### src/source/cpu_settings.svh
// core-wide sizing defines
// word width, register count and program counter reset address
`ifndef CPU_SETTINGS_SVH
`define CPU_SETTINGS_SVH

// data and address width in bits
`define WORD_W 32

// architectural register count
`define REG_COUNT 32

// first fetch address after reset
`define PC_INIT 32'h0000_0000

`endif
### src/source/mem_types_pkg.sv
// memory port types
// request and response structs for the instruction and data ports
`include "cpu_settings.svh"

package mem_types_pkg;

	// instruction port, core to memory
	typedef struct packed {
		logic               iren;
		logic [`WORD_W-1:0] iaddr;
	} imem_req_t;

	// instruction port, memory to core
	typedef struct packed {
		logic               ihit;
		logic [`WORD_W-1:0] iload;
	} imem_rsp_t;

	// data port, core to memory
	typedef struct packed {
		logic               dren;
		logic               dwen;
		logic [`WORD_W-1:0] daddr;
		logic [`WORD_W-1:0] dstore;
	} dmem_req_t;

	// data port, memory to core
	typedef struct packed {
		logic               dhit;
		logic [`WORD_W-1:0] dload;
	} dmem_rsp_t;

endpackage

### src/source/cpu_types_pkg.sv
// instruction encodings of the supported MIPS subset
// opcode, function code and ALU operation enums plus the decoded control struct
package cpu_types_pkg;

	// major opcodes, instr[31:26]
	typedef enum logic [5:0] {
		RTYPE = 6'h00,
		J     = 6'h02,
		BEQ   = 6'h04,
		BNE   = 6'h05,
		ADDIU = 6'h09,
		ORI   = 6'h0d,
		LUI   = 6'h0f,
		LW    = 6'h23,
		SW    = 6'h2b,
		HALT  = 6'h3f
	} opcode_t;

	// r-type function codes, instr[5:0]
	typedef enum logic [5:0] {
		ADDU = 6'h21,
		SUBU = 6'h23,
		AND  = 6'h24,
		OR   = 6'h25,
		SLT  = 6'h2a
	} funct_t;

	// alu operations
	typedef enum logic [2:0] {
		ALU_ADD = 3'd0,
		ALU_SUB = 3'd1,
		ALU_AND = 3'd2,
		ALU_OR  = 3'd3,
		ALU_SLT = 3'd4,
		ALU_LUI = 3'd5
	} aluop_t;

	// decoded control for one instruction
	typedef struct packed {
		aluop_t aluop;
		// b operand from immediate instead of rt
		logic   alusrc;
		// zero extend immediate, sign extend otherwise
		logic   zero_ext;
		logic   regwen;
		// write rd when set, rt otherwise
		logic   regdst;
		// write back load data instead of alu result
		logic   memtoreg;
		logic   dren;
		logic   dwen;
		logic   beq;
		logic   bne;
		logic   jump;
		logic   halt;
	} ctrl_t;

endpackage

### src/source/datapath.sv
// single-cycle core top level
// program counter, instruction register, immediates, write-back and next pc
`include "cpu_settings.svh"

module datapath (
	input  logic                     CLK,
	input  logic                     nRST,
	output mem_types_pkg::imem_req_t imem_req,
	input  mem_types_pkg::imem_rsp_t imem_rsp,
	output mem_types_pkg::dmem_req_t dmem_req,
	input  mem_types_pkg::dmem_rsp_t dmem_rsp,
	output logic                     halt
);
	import cpu_types_pkg::*;

	logic [`WORD_W-1:0] pc;
	logic [`WORD_W-1:0] pc_nxt;
	logic [`WORD_W-1:0] pc_plus4;
	logic [`WORD_W-1:0] ir;
	logic [`WORD_W-1:0] instr;
	ctrl_t              ctrl;
	logic               ihit;
	logic               dhit;
	logic               iren;
	logic               dren;
	logic               dwen;
	logic [`WORD_W-1:0] rdat1;
	logic [`WORD_W-1:0] rdat2;
	logic [`WORD_W-1:0] imm_sext;
	logic [`WORD_W-1:0] imm_ext;
	logic [`WORD_W-1:0] alu_b;
	logic [`WORD_W-1:0] alu_out;
	logic               zero;
	logic [`WORD_W-1:0] wdat;
	logic [4:0]         wsel;
	logic               complete;
	logic               take_branch;

	assign ihit = imem_rsp.ihit;
	assign dhit = dmem_rsp.dhit;

	// fetched word in the hit cycle, held copy during the data access
	assign instr = ihit ? imem_rsp.iload : ir;

	always_ff @(posedge CLK) begin
		if (ihit) begin
			ir <= imem_rsp.iload;
		end
	end

	control_unit i_control (
		.instr (instr),
		.ctrl  (ctrl)
	);

	request_unit i_request (
		.CLK      (CLK),
		.nRST     (nRST),
		.ihit     (ihit),
		.dhit     (dhit),
		.mem_dren (ctrl.dren),
		.mem_dwen (ctrl.dwen),
		.halt_in  (ctrl.halt),
		.dren     (dren),
		.dwen     (dwen),
		.iren     (iren),
		.halt     (halt)
	);

	// instruction ends on ihit, or on dhit for loads and stores
	assign complete = (ihit & ~ctrl.dren & ~ctrl.dwen) | dhit;

	// rs and rt read ports, rd or rt destination
	assign wsel = ctrl.regdst ? instr[15:11] : instr[20:16];
	assign wdat = ctrl.memtoreg ? dmem_rsp.dload : alu_out;

	register_file i_regs (
		.CLK   (CLK),
		.nRST  (nRST),
		.wen   (ctrl.regwen & complete),
		.wsel  (wsel),
		.rsel1 (instr[25:21]),
		.rsel2 (instr[20:16]),
		.wdat  (wdat),
		.rdat1 (rdat1),
		.rdat2 (rdat2)
	);

	assign imm_sext = {{(`WORD_W-16){instr[15]}}, instr[15:0]};
	assign imm_ext  = ctrl.zero_ext ? {{(`WORD_W-16){1'b0}}, instr[15:0]} : imm_sext;
	assign alu_b    = ctrl.alusrc ? imm_ext : rdat2;

	alu i_alu (
		.op     (ctrl.aluop),
		.a      (rdat1),
		.b      (alu_b),
		.result (alu_out),
		.zero   (zero)
	);

	// next pc
	assign pc_plus4    = pc + 32'd4;
	assign take_branch = (ctrl.beq & zero) | (ctrl.bne & ~zero);

	always_comb begin
		if (ctrl.jump) begin
			pc_nxt = {pc_plus4[31:28], instr[25:0], 2'b00};
		end else if (take_branch) begin
			pc_nxt = pc_plus4 + {imm_sext[29:0], 2'b00};
		end else begin
			pc_nxt = pc_plus4;
		end
	end

	// pc freezes on halt and while a hit is pending
	always_ff @(posedge CLK, negedge nRST) begin
		if (!nRST) begin
			pc <= `PC_INIT;
		end else if (complete && !ctrl.halt) begin
			pc <= pc_nxt;
		end
	end

	assign imem_req.iren  = iren;
	assign imem_req.iaddr = pc;

	// address from rs plus offset, store data from rt
	assign dmem_req.dren   = dren;
	assign dmem_req.dwen   = dwen;
	assign dmem_req.daddr  = alu_out;
	assign dmem_req.dstore = rdat2;

	// an outstanding data access keeps the pc in place
	assert property (@(posedge CLK) disable iff (!nRST)
		((dren || dwen) && !dhit) |=> $stable(pc))
		else $error("pc moved during data access");

endmodule

### src/source/request_unit.sv
// memory request registers
// data enables held until dhit, instruction enable and sticky halt
module request_unit (
	input  logic CLK,
	input  logic nRST,
	input  logic ihit,
	input  logic dhit,
	input  logic mem_dren,
	input  logic mem_dwen,
	input  logic halt_in,
	output logic dren,
	output logic dwen,
	output logic iren,
	output logic halt
);

	logic dren_nxt;
	logic dwen_nxt;
	logic halt_nxt;
	logic iren_reg;

	// halt is taken only from a fetched instruction
	assign halt_nxt = halt | (halt_in & ihit);

	// data write request
	always_comb begin
		dwen_nxt = dwen;
		if (halt) begin
			dwen_nxt = 1'b0;
		end else if (!mem_dwen) begin
			// current instruction does not store
			dwen_nxt = 1'b0;
		end else if (ihit) begin
			// store just fetched, raise request next cycle
			dwen_nxt = 1'b1;
		end else if (dhit) begin
			dwen_nxt = 1'b0;
		end
	end

	// data read request, same rule as the write side
	always_comb begin
		dren_nxt = dren;
		if (halt) begin
			dren_nxt = 1'b0;
		end else if (!mem_dren) begin
			dren_nxt = 1'b0;
		end else if (ihit) begin
			dren_nxt = 1'b1;
		end else if (dhit) begin
			dren_nxt = 1'b0;
		end
	end

	always_ff @(posedge CLK, negedge nRST) begin
		if (!nRST) begin
			dren     <= 1'b0;
			dwen     <= 1'b0;
			iren_reg <= 1'b0;
			halt     <= 1'b0;
		end else begin
			dren     <= dren_nxt;
			dwen     <= dwen_nxt;
			// fetch stops on the same edge that latches halt
			iren_reg <= ~halt_nxt;
			halt     <= halt_nxt;
		end
	end

	// no refetch while a data access is outstanding
	assign iren = iren_reg & ~dren & ~dwen;

	// one data access at a time
	assert property (@(posedge CLK) disable iff (!nRST) !(dren && dwen))
		else $error("dren and dwen both high");

	// once halted the core stays silent on both ports
	assert property (@(posedge CLK) disable iff (!nRST)
		halt |=> (halt && !iren && !dren && !dwen))
		else $error("request after halt");

endmodule

### src/source/control_unit.sv
// instruction decoder
// maps opcode and function fields to the control struct
`include "cpu_settings.svh"

module control_unit (
	input  logic [`WORD_W-1:0]   instr,
	output cpu_types_pkg::ctrl_t ctrl
);
	import cpu_types_pkg::*;

	opcode_t opcode;
	funct_t  funct;

	assign opcode = opcode_t'(instr[31:26]);
	assign funct  = funct_t'(instr[5:0]);

	always_comb begin
		// default is a no-op with no side effect
		ctrl       = '0;
		ctrl.aluop = ALU_ADD;
		case (opcode)
			RTYPE: begin
				ctrl.regwen = 1'b1;
				ctrl.regdst = 1'b1;
				case (funct)
					ADDU: ctrl.aluop = ALU_ADD;
					SUBU: ctrl.aluop = ALU_SUB;
					AND:  ctrl.aluop = ALU_AND;
					OR:   ctrl.aluop = ALU_OR;
					SLT:  ctrl.aluop = ALU_SLT;
					// unsupported function, drop the write
					default: ctrl.regwen = 1'b0;
				endcase
			end
			ADDIU: begin
				ctrl.alusrc = 1'b1;
				ctrl.regwen = 1'b1;
			end
			ORI: begin
				ctrl.aluop    = ALU_OR;
				ctrl.alusrc   = 1'b1;
				ctrl.zero_ext = 1'b1;
				ctrl.regwen   = 1'b1;
			end
			LUI: begin
				// alu shifts the zero extended immediate up
				ctrl.aluop    = ALU_LUI;
				ctrl.alusrc   = 1'b1;
				ctrl.zero_ext = 1'b1;
				ctrl.regwen   = 1'b1;
			end
			LW: begin
				// address is rs plus signed offset
				ctrl.alusrc   = 1'b1;
				ctrl.regwen   = 1'b1;
				ctrl.memtoreg = 1'b1;
				ctrl.dren     = 1'b1;
			end
			SW: begin
				ctrl.alusrc = 1'b1;
				ctrl.dwen   = 1'b1;
			end
			BEQ: begin
				// compare by subtraction, zero flag decides
				ctrl.aluop = ALU_SUB;
				ctrl.beq   = 1'b1;
			end
			BNE: begin
				ctrl.aluop = ALU_SUB;
				ctrl.bne   = 1'b1;
			end
			J:    ctrl.jump = 1'b1;
			HALT: ctrl.halt = 1'b1;
			default: ;
		endcase
	end

endmodule

### src/source/register_file.sv
// general purpose register file
// two combinational read ports, one synchronous write port, r0 fixed at zero
`include "cpu_settings.svh"

module register_file (
	input  logic               CLK,
	input  logic               nRST,
	input  logic               wen,
	input  logic [4:0]         wsel,
	input  logic [4:0]         rsel1,
	input  logic [4:0]         rsel2,
	input  logic [`WORD_W-1:0] wdat,
	output logic [`WORD_W-1:0] rdat1,
	output logic [`WORD_W-1:0] rdat2
);

	logic [`WORD_W-1:0] regs [`REG_COUNT];

	always_ff @(posedge CLK, negedge nRST) begin
		if (!nRST) begin
			regs <= '{default: '0};
		end else if (wen && (wsel != '0)) begin
			// writes to r0 are discarded
			regs[wsel] <= wdat;
		end
	end

	assign rdat1 = regs[rsel1];
	assign rdat2 = regs[rsel2];

	// r0 must read zero whatever was written to it before
	assert property (@(posedge CLK) disable iff (!nRST) (rsel1 == '0) |-> (rdat1 == '0))
		else $error("r0 reads nonzero");

endmodule

### src/source/alu.sv
// arithmetic and logic unit
// add, subtract, and, or, signed compare, upper immediate, zero flag
`include "cpu_settings.svh"

module alu (
	input  cpu_types_pkg::aluop_t op,
	input  logic [`WORD_W-1:0]    a,
	input  logic [`WORD_W-1:0]    b,
	output logic [`WORD_W-1:0]    result,
	output logic                  zero
);
	import cpu_types_pkg::*;

	always_comb begin
		case (op)
			ALU_ADD: result = a + b;
			ALU_SUB: result = a - b;
			ALU_AND: result = a & b;
			ALU_OR:  result = a | b;
			// signed compare, result is 0 or 1
			ALU_SLT: result = {{(`WORD_W-1){1'b0}}, $signed(a) < $signed(b)};
			// immediate into the upper half
			ALU_LUI: result = b << 16;
			default: result = '0;
		endcase
	end

	// used by beq and bne
	assign zero = (result == '0);

endmodule

### config.mk
export PLATFORM = sky130hd
export DESIGN_NAME = datapath
export DESIGN_NICKNAME = d
export VERILOG_FILES = /design/src/source/mem_types_pkg.sv /design/src/source/cpu_types_pkg.sv /design/src/source/datapath.sv /design/src/source/request_unit.sv /design/src/source/control_unit.sv /design/src/source/register_file.sv /design/src/source/alu.sv
export VERILOG_INCLUDE_DIRS = /design/src /design/src/source
export SDC_FILE = /design/constraint.sdc
export NUM_CORES = 2
export LEC_CHECK = 0
export BUFFER_PORTS_ARGS = -buffer_cell sky130_fd_sc_hd__buf_2
export CAP_MARGIN = 30
export CORE_MARGIN = 4
export CORE_UTILIZATION = 46
export CTS_BUF_LIST = sky130_fd_sc_hd__clkbuf_16
export CTS_CLUSTER_DIAMETER = 80
export DETAILED_ROUTE_END_ITERATION = 12
export HOLD_SLACK_MARGIN = 0.06
export PLACE_DENSITY_LB_ADDON = 0.15
export SKIP_LAST_GASP = 1
export SLEW_MARGIN = 20
export SYNTH_ARGS = -nofsm -noshare
export SYNTH_HDL_FRONTEND = slang
export SYNTH_SLANG_ARGS = --single-unit
### constraint.sdc
create_clock -name CLK -period 10.9 [get_ports CLK]
set_input_delay 1.635 -clock CLK [delete_from_list [all_inputs] [get_ports CLK]]
set_output_delay 1.635 -clock CLK [all_outputs]
set_load 0.01 [all_outputs]
==> summary.md <==
| Metric | Value |
|---|---|
| Die area | ~150000 sq um |
| Register area share after synthesis | about 42% |
| Setup CP Type | input pin to output port |
| Most flops, register | i_regs.regs |
| Dominant cells by area after synthesis | dfrtp_1, mux4_2, nand2_1 |
| Min Clock Period, post-route | ~10 ns |
| Peak supply drop | ~130 uV |
| Antenna Nets Post-Route | 0 |
| Critical Path RT | a little over 9 ns |
| DRC viols | 0 |
| Post-Synthesis Mean Instance Area | 9.512 sq um |
| Number of global-route vias before repair | around 53k |
| Slew Limit Fails | 0 |
| Hold Slack | roughly 0.39 ns |
| Crit Path Max Fanout | 56 |
| Max H-tree Level | 3 |
| Yosys warning count | 0 |
| Share of cells above drive strength 1 | roughly 18% |
| Inst Count DP | between 8k and 9k |
| PnR Total Power | 13.08 mW |
| Filler Cells Inserted | around 13k |
| Vias | 54.24k |
| Pin count of the biggest net entering global routing | about 180 |
| DP Worst Slack | approximately 0.26 ns |
| Leading area contributor after synthesis | dfrtp_1 |
| Async SR Flop Fraction | slightly below 100% |
| Outcome | complete, no violations |
| Synth unique cells | 89 |
| Largest regs | i_regs.regs: 1024 flops, ir: 32 flops, pc: 30 flops |
| Root Buffer | clkbuf_16 |
| Reg-to-reg endpoint | pc[13] |
| Top_reg_cell synth | dfrtp_1 |
| Final GP Congestion | around 1 |
| Starting DRT DRC Count | between 6k and 7k |
| TritonRoute pass-1 iters | 6 |
| Critical R2R Launch | ir[17] |
| Chip Height | 382.6 um |
| Detailed Place HPWL | approximately 150000 um |
| First-pass GRT wire length | 355100 um |
| FF-to-FF path depth | 28 |
| Slew headroom | between 20% and 30% |
| Setup crit end | dmem_req[62] |
| Total CTS buffers | 120 |
| Antenna violations before repair | 14 |
| Setup crit end kind | output port |
| Post-route cell area | between 70000 and 80000 sq um |
| Synth Cell Area | 64540 sq um |
| Ratio of final minimum period to clock period | a little over nine tenths |
| Vias per cell | 6.301 |
| Critical path launch point | imem_rsp[32] |
| IO Pins | between 150 and 200 |
| Core Util, Final | roughly half |
| Final setup skew | between 0.02 and 0.03 ns |
| RSZ-0062 raised after global routing | false |
| #FFs+latches synth | around 1.1k |
| Max reg flops | around 1.0k |
| Post-route worst setup slack | 0.4524 ns |
| Worst skew pair latency | between 0.7 and 0.8 ns |
| Post-Layout Cell Count | ~8.6k |
| Area growth, synth to finish | 11.02% |
| Worst-path clk slew | approximately 0.060 ns |
| Reg2Reg Setup Slack | 1.36 ns |
| Clock buffer depth | 3 |
| Max Freq | about 0.096 GHz |
| DP Area | 67540 sq um |
| Lkg Pwr | just over 30 nW |
| Synth Instances | 6785 |
| Startpoint type of the worst setup path | input pin |
| Hold Violations, Final | 0 |
| CTS tree | built |
| Die W | about 380 um |
| Worst hold-check path type | flip-flop to flip-flop |
| TNS Setup | 0 ns |
| EDFF count, synth | 0 |
| CP arrival | roughly 8.8 ns |
| Drt wl/cell | about 28 um |
| Wirelength, routed | about 240000 um |
| PortBufs | approximately 170 |
| Tot GR Track Use | between 30% and 40% |
| Post-synth top area share | 41.02% |
| Setup violations, final | 0 |
| Slew at the pin closest to its max-slew limit | roughly 1.1 ns |
| Total grt overflow | 0 |
| Clock Sinks | around 1.1k |
| Num rows | about 140 |
| Core Area | 139400 sq um |
| Layout net count | 6825 |
| Max cap viols | 0 |
| Power Dens Cells | about 180 nW/um^2 |
| Starting Density | 46.31% |
## final cells by class
| type | count | area (sq um) | share of cell area (%) |
|---|---|---|---|
| clock inverter | 103 | 768.2 | 1.072 |
| clock buffer | 122 | 3053 | 4.261 |
| multi-input combinational | 4857 | 34630 | 48.33 |
| inverter | 173 | 703.2 | 0.9814 |
| sequential | 1090 | 27120 | 37.85 |
| antenna | 4 | 10.01 | 0.01397 |
| timing repair buffer | 382 | 3023 | 4.219 |
| tap | 1876 | 2347 | 3.276 |
## timing repair
| action | in CTS | in global routing |
|---|---|---|
| hold buffers | 0 | 0 |
| setup endpoints to repair | 0 | 2 |
| buffers inserted | 0 | 7 |
| resized for setup | 0 | 5 |
## where the power goes
group / internal, mW / leakage [nW] / switching [mW] / total [mW]
clock network: 2.23 / 1.96 / 1.77 / 4.01
logic: 1.52 / 13.7 / 2.73 / 4.25
registers: 4.46 / 14.9 / 0.358 / 4.81
total: 8.21 / 30.6 / 4.86 / 13.1
## cell usage after synthesis (7+ instances only)
library cell,count
and2_1,35
a311oi_1,28
clkbuf_1,560
o21ai_0,1121
nand4_1,20
o21ai_1,18
a21o_1,46
inv_1,165
ha_1,130
o22ai_1,26
o211ai_1,53
and3_1,107
a21oi_1,192
mux2i_1,64
nand2b_1,16
dfxtp_1,32
a21boi_0,13
mux2_2,80
mux4_2,461
a32o_1,10
o2111ai_1,8
or4_1,7
xor2_1,27
a31oi_1,99
a22oi_1,14
nand3_1,91
o21a_1,28
a2111oi_0,14
o221ai_1,11
buf_1,96
or2_2,41
o21bai_1,20
dfrtp_1,1058
o31ai_1,41
nor2b_1,12
xnor2_1,54
a211oi_1,48
or3_1,14
nor3_1,66
nor2_1,196
nor4_1,7
nand2_1,1530
o311a_1,7
## placed cells by master, fill, tap and decap left out, types with 14 or more instances in the layout
| cell | count |
|---|---|
| mux4_2 | 461 |
| xor2_1 | 27 |
| nand2b_1 | 16 |
| nand4_1 | 20 |
| nor3_1 | 64 |
| xnor2_1 | 54 |
| dfrtp_1 | 1058 |
| or2_4 | 31 |
| o21a_1 | 28 |
| buf_2 | 163 |
| and2_1 | 35 |
| a31oi_1 | 99 |
| a21o_1 | 46 |
| mux2_2 | 79 |
| a2111oi_0 | 14 |
| nand2_1 | 1530 |
| and3_1 | 107 |
| nand3_1 | 91 |
| o21ai_1 | 17 |
| mux2i_2 | 17 |
| ha_1 | 130 |
| clkinv_1 | 41 |
| o22ai_1 | 25 |
| o21ai_0 | 1108 |
| o211ai_1 | 53 |
| o31ai_1 | 41 |
| clkinv_2 | 25 |
| a22oi_1 | 14 |
| dfxtp_1 | 31 |
| buf_12 | 26 |
| a311oi_1 | 28 |
| nor2_1 | 196 |
| o21bai_1 | 20 |
| a21oi_1 | 190 |
| or3_1 | 14 |
| inv_1 | 183 |
| clkbuf_16 | 122 |
| a211oi_1 | 47 |
| mux2i_1 | 38 |
| buf_4 | 176 |
## per-layer routing
layer / track usage, % / routed length [um] / vias up / share of wire, %
li1: - / - / 23890 / -
met1: 46.07 / 99780 / 27170 / 42
met2: 49.25 / 105500 / 2622 / 44
met3: 6.022 / 23440 / 549 / 9.8
met4: 12.99 / 10640 / 2 / 4.4
met5: 0 / 13 / - / 0.0054
## cells by family after synthesis
kind of cell               after synthesis  share of synthesized area (%)
xor gates and xnor gates                81                          1.099
buffers and inverters                  840                          4.936
adders and majority gates              133                          2.613
other                                    1                       0.005811
muxes                                  606                          18.49
and+or+nand+nor                       2170                          14.19
AOI/OAI and AO/OA                     1864                          16.65
DFF                                   1090                          42.02
## worst max-delay path, cell delays in order
cell and delay, ns:
buf_6 0.16, nor2_1 0.33, a21oi_4 0.06, bufinv_16 0.47
buf_12 0.28, mux4_2 0.54, nor2_1 0.13, a31oi_1 0.08
a21oi_1 0.23, o21ai_0 0.25, a21o_1 0.29, ha_1 0.24
fa_1 0.45, nand2b_1 0.20, a211oi_1 0.40, a2bb2oi_1 0.42
a31oi_1 0.27, a211oi_2 0.36, o21ai_0 0.22, o311ai_0 0.45
a21oi_1 0.20, o41a_1 0.35, xor2_1 0.14, o21ai_0 0.16
buf_4 0.18, buf_2 0.16
## worst min-delay path by stage
stage / startpoint / endpoint / slack [ns] / depth (start not counted)
6_report: i_regs.regs[1003] / i_regs.regs[1003] / 0.39 / 0
5_1_grt: i_regs.regs[1022] / i_regs.regs[1022] / 0.41 / 0
4_1_cts: i_regs.regs[1003] / i_regs.regs[1003] / 0.40 / 0
3_5_place_dp: i_regs.regs[1003] / i_regs.regs[1003] / 0.38 / 0
3_3_place_gp: i_regs.regs[1006] / i_regs.regs[1006] / 0.38 / 0
2_1_floorplan: i_regs.regs[1003] / i_regs.regs[1003] / 0.44 / 1
Note: power is estimated with default switching activity, not from simulation.
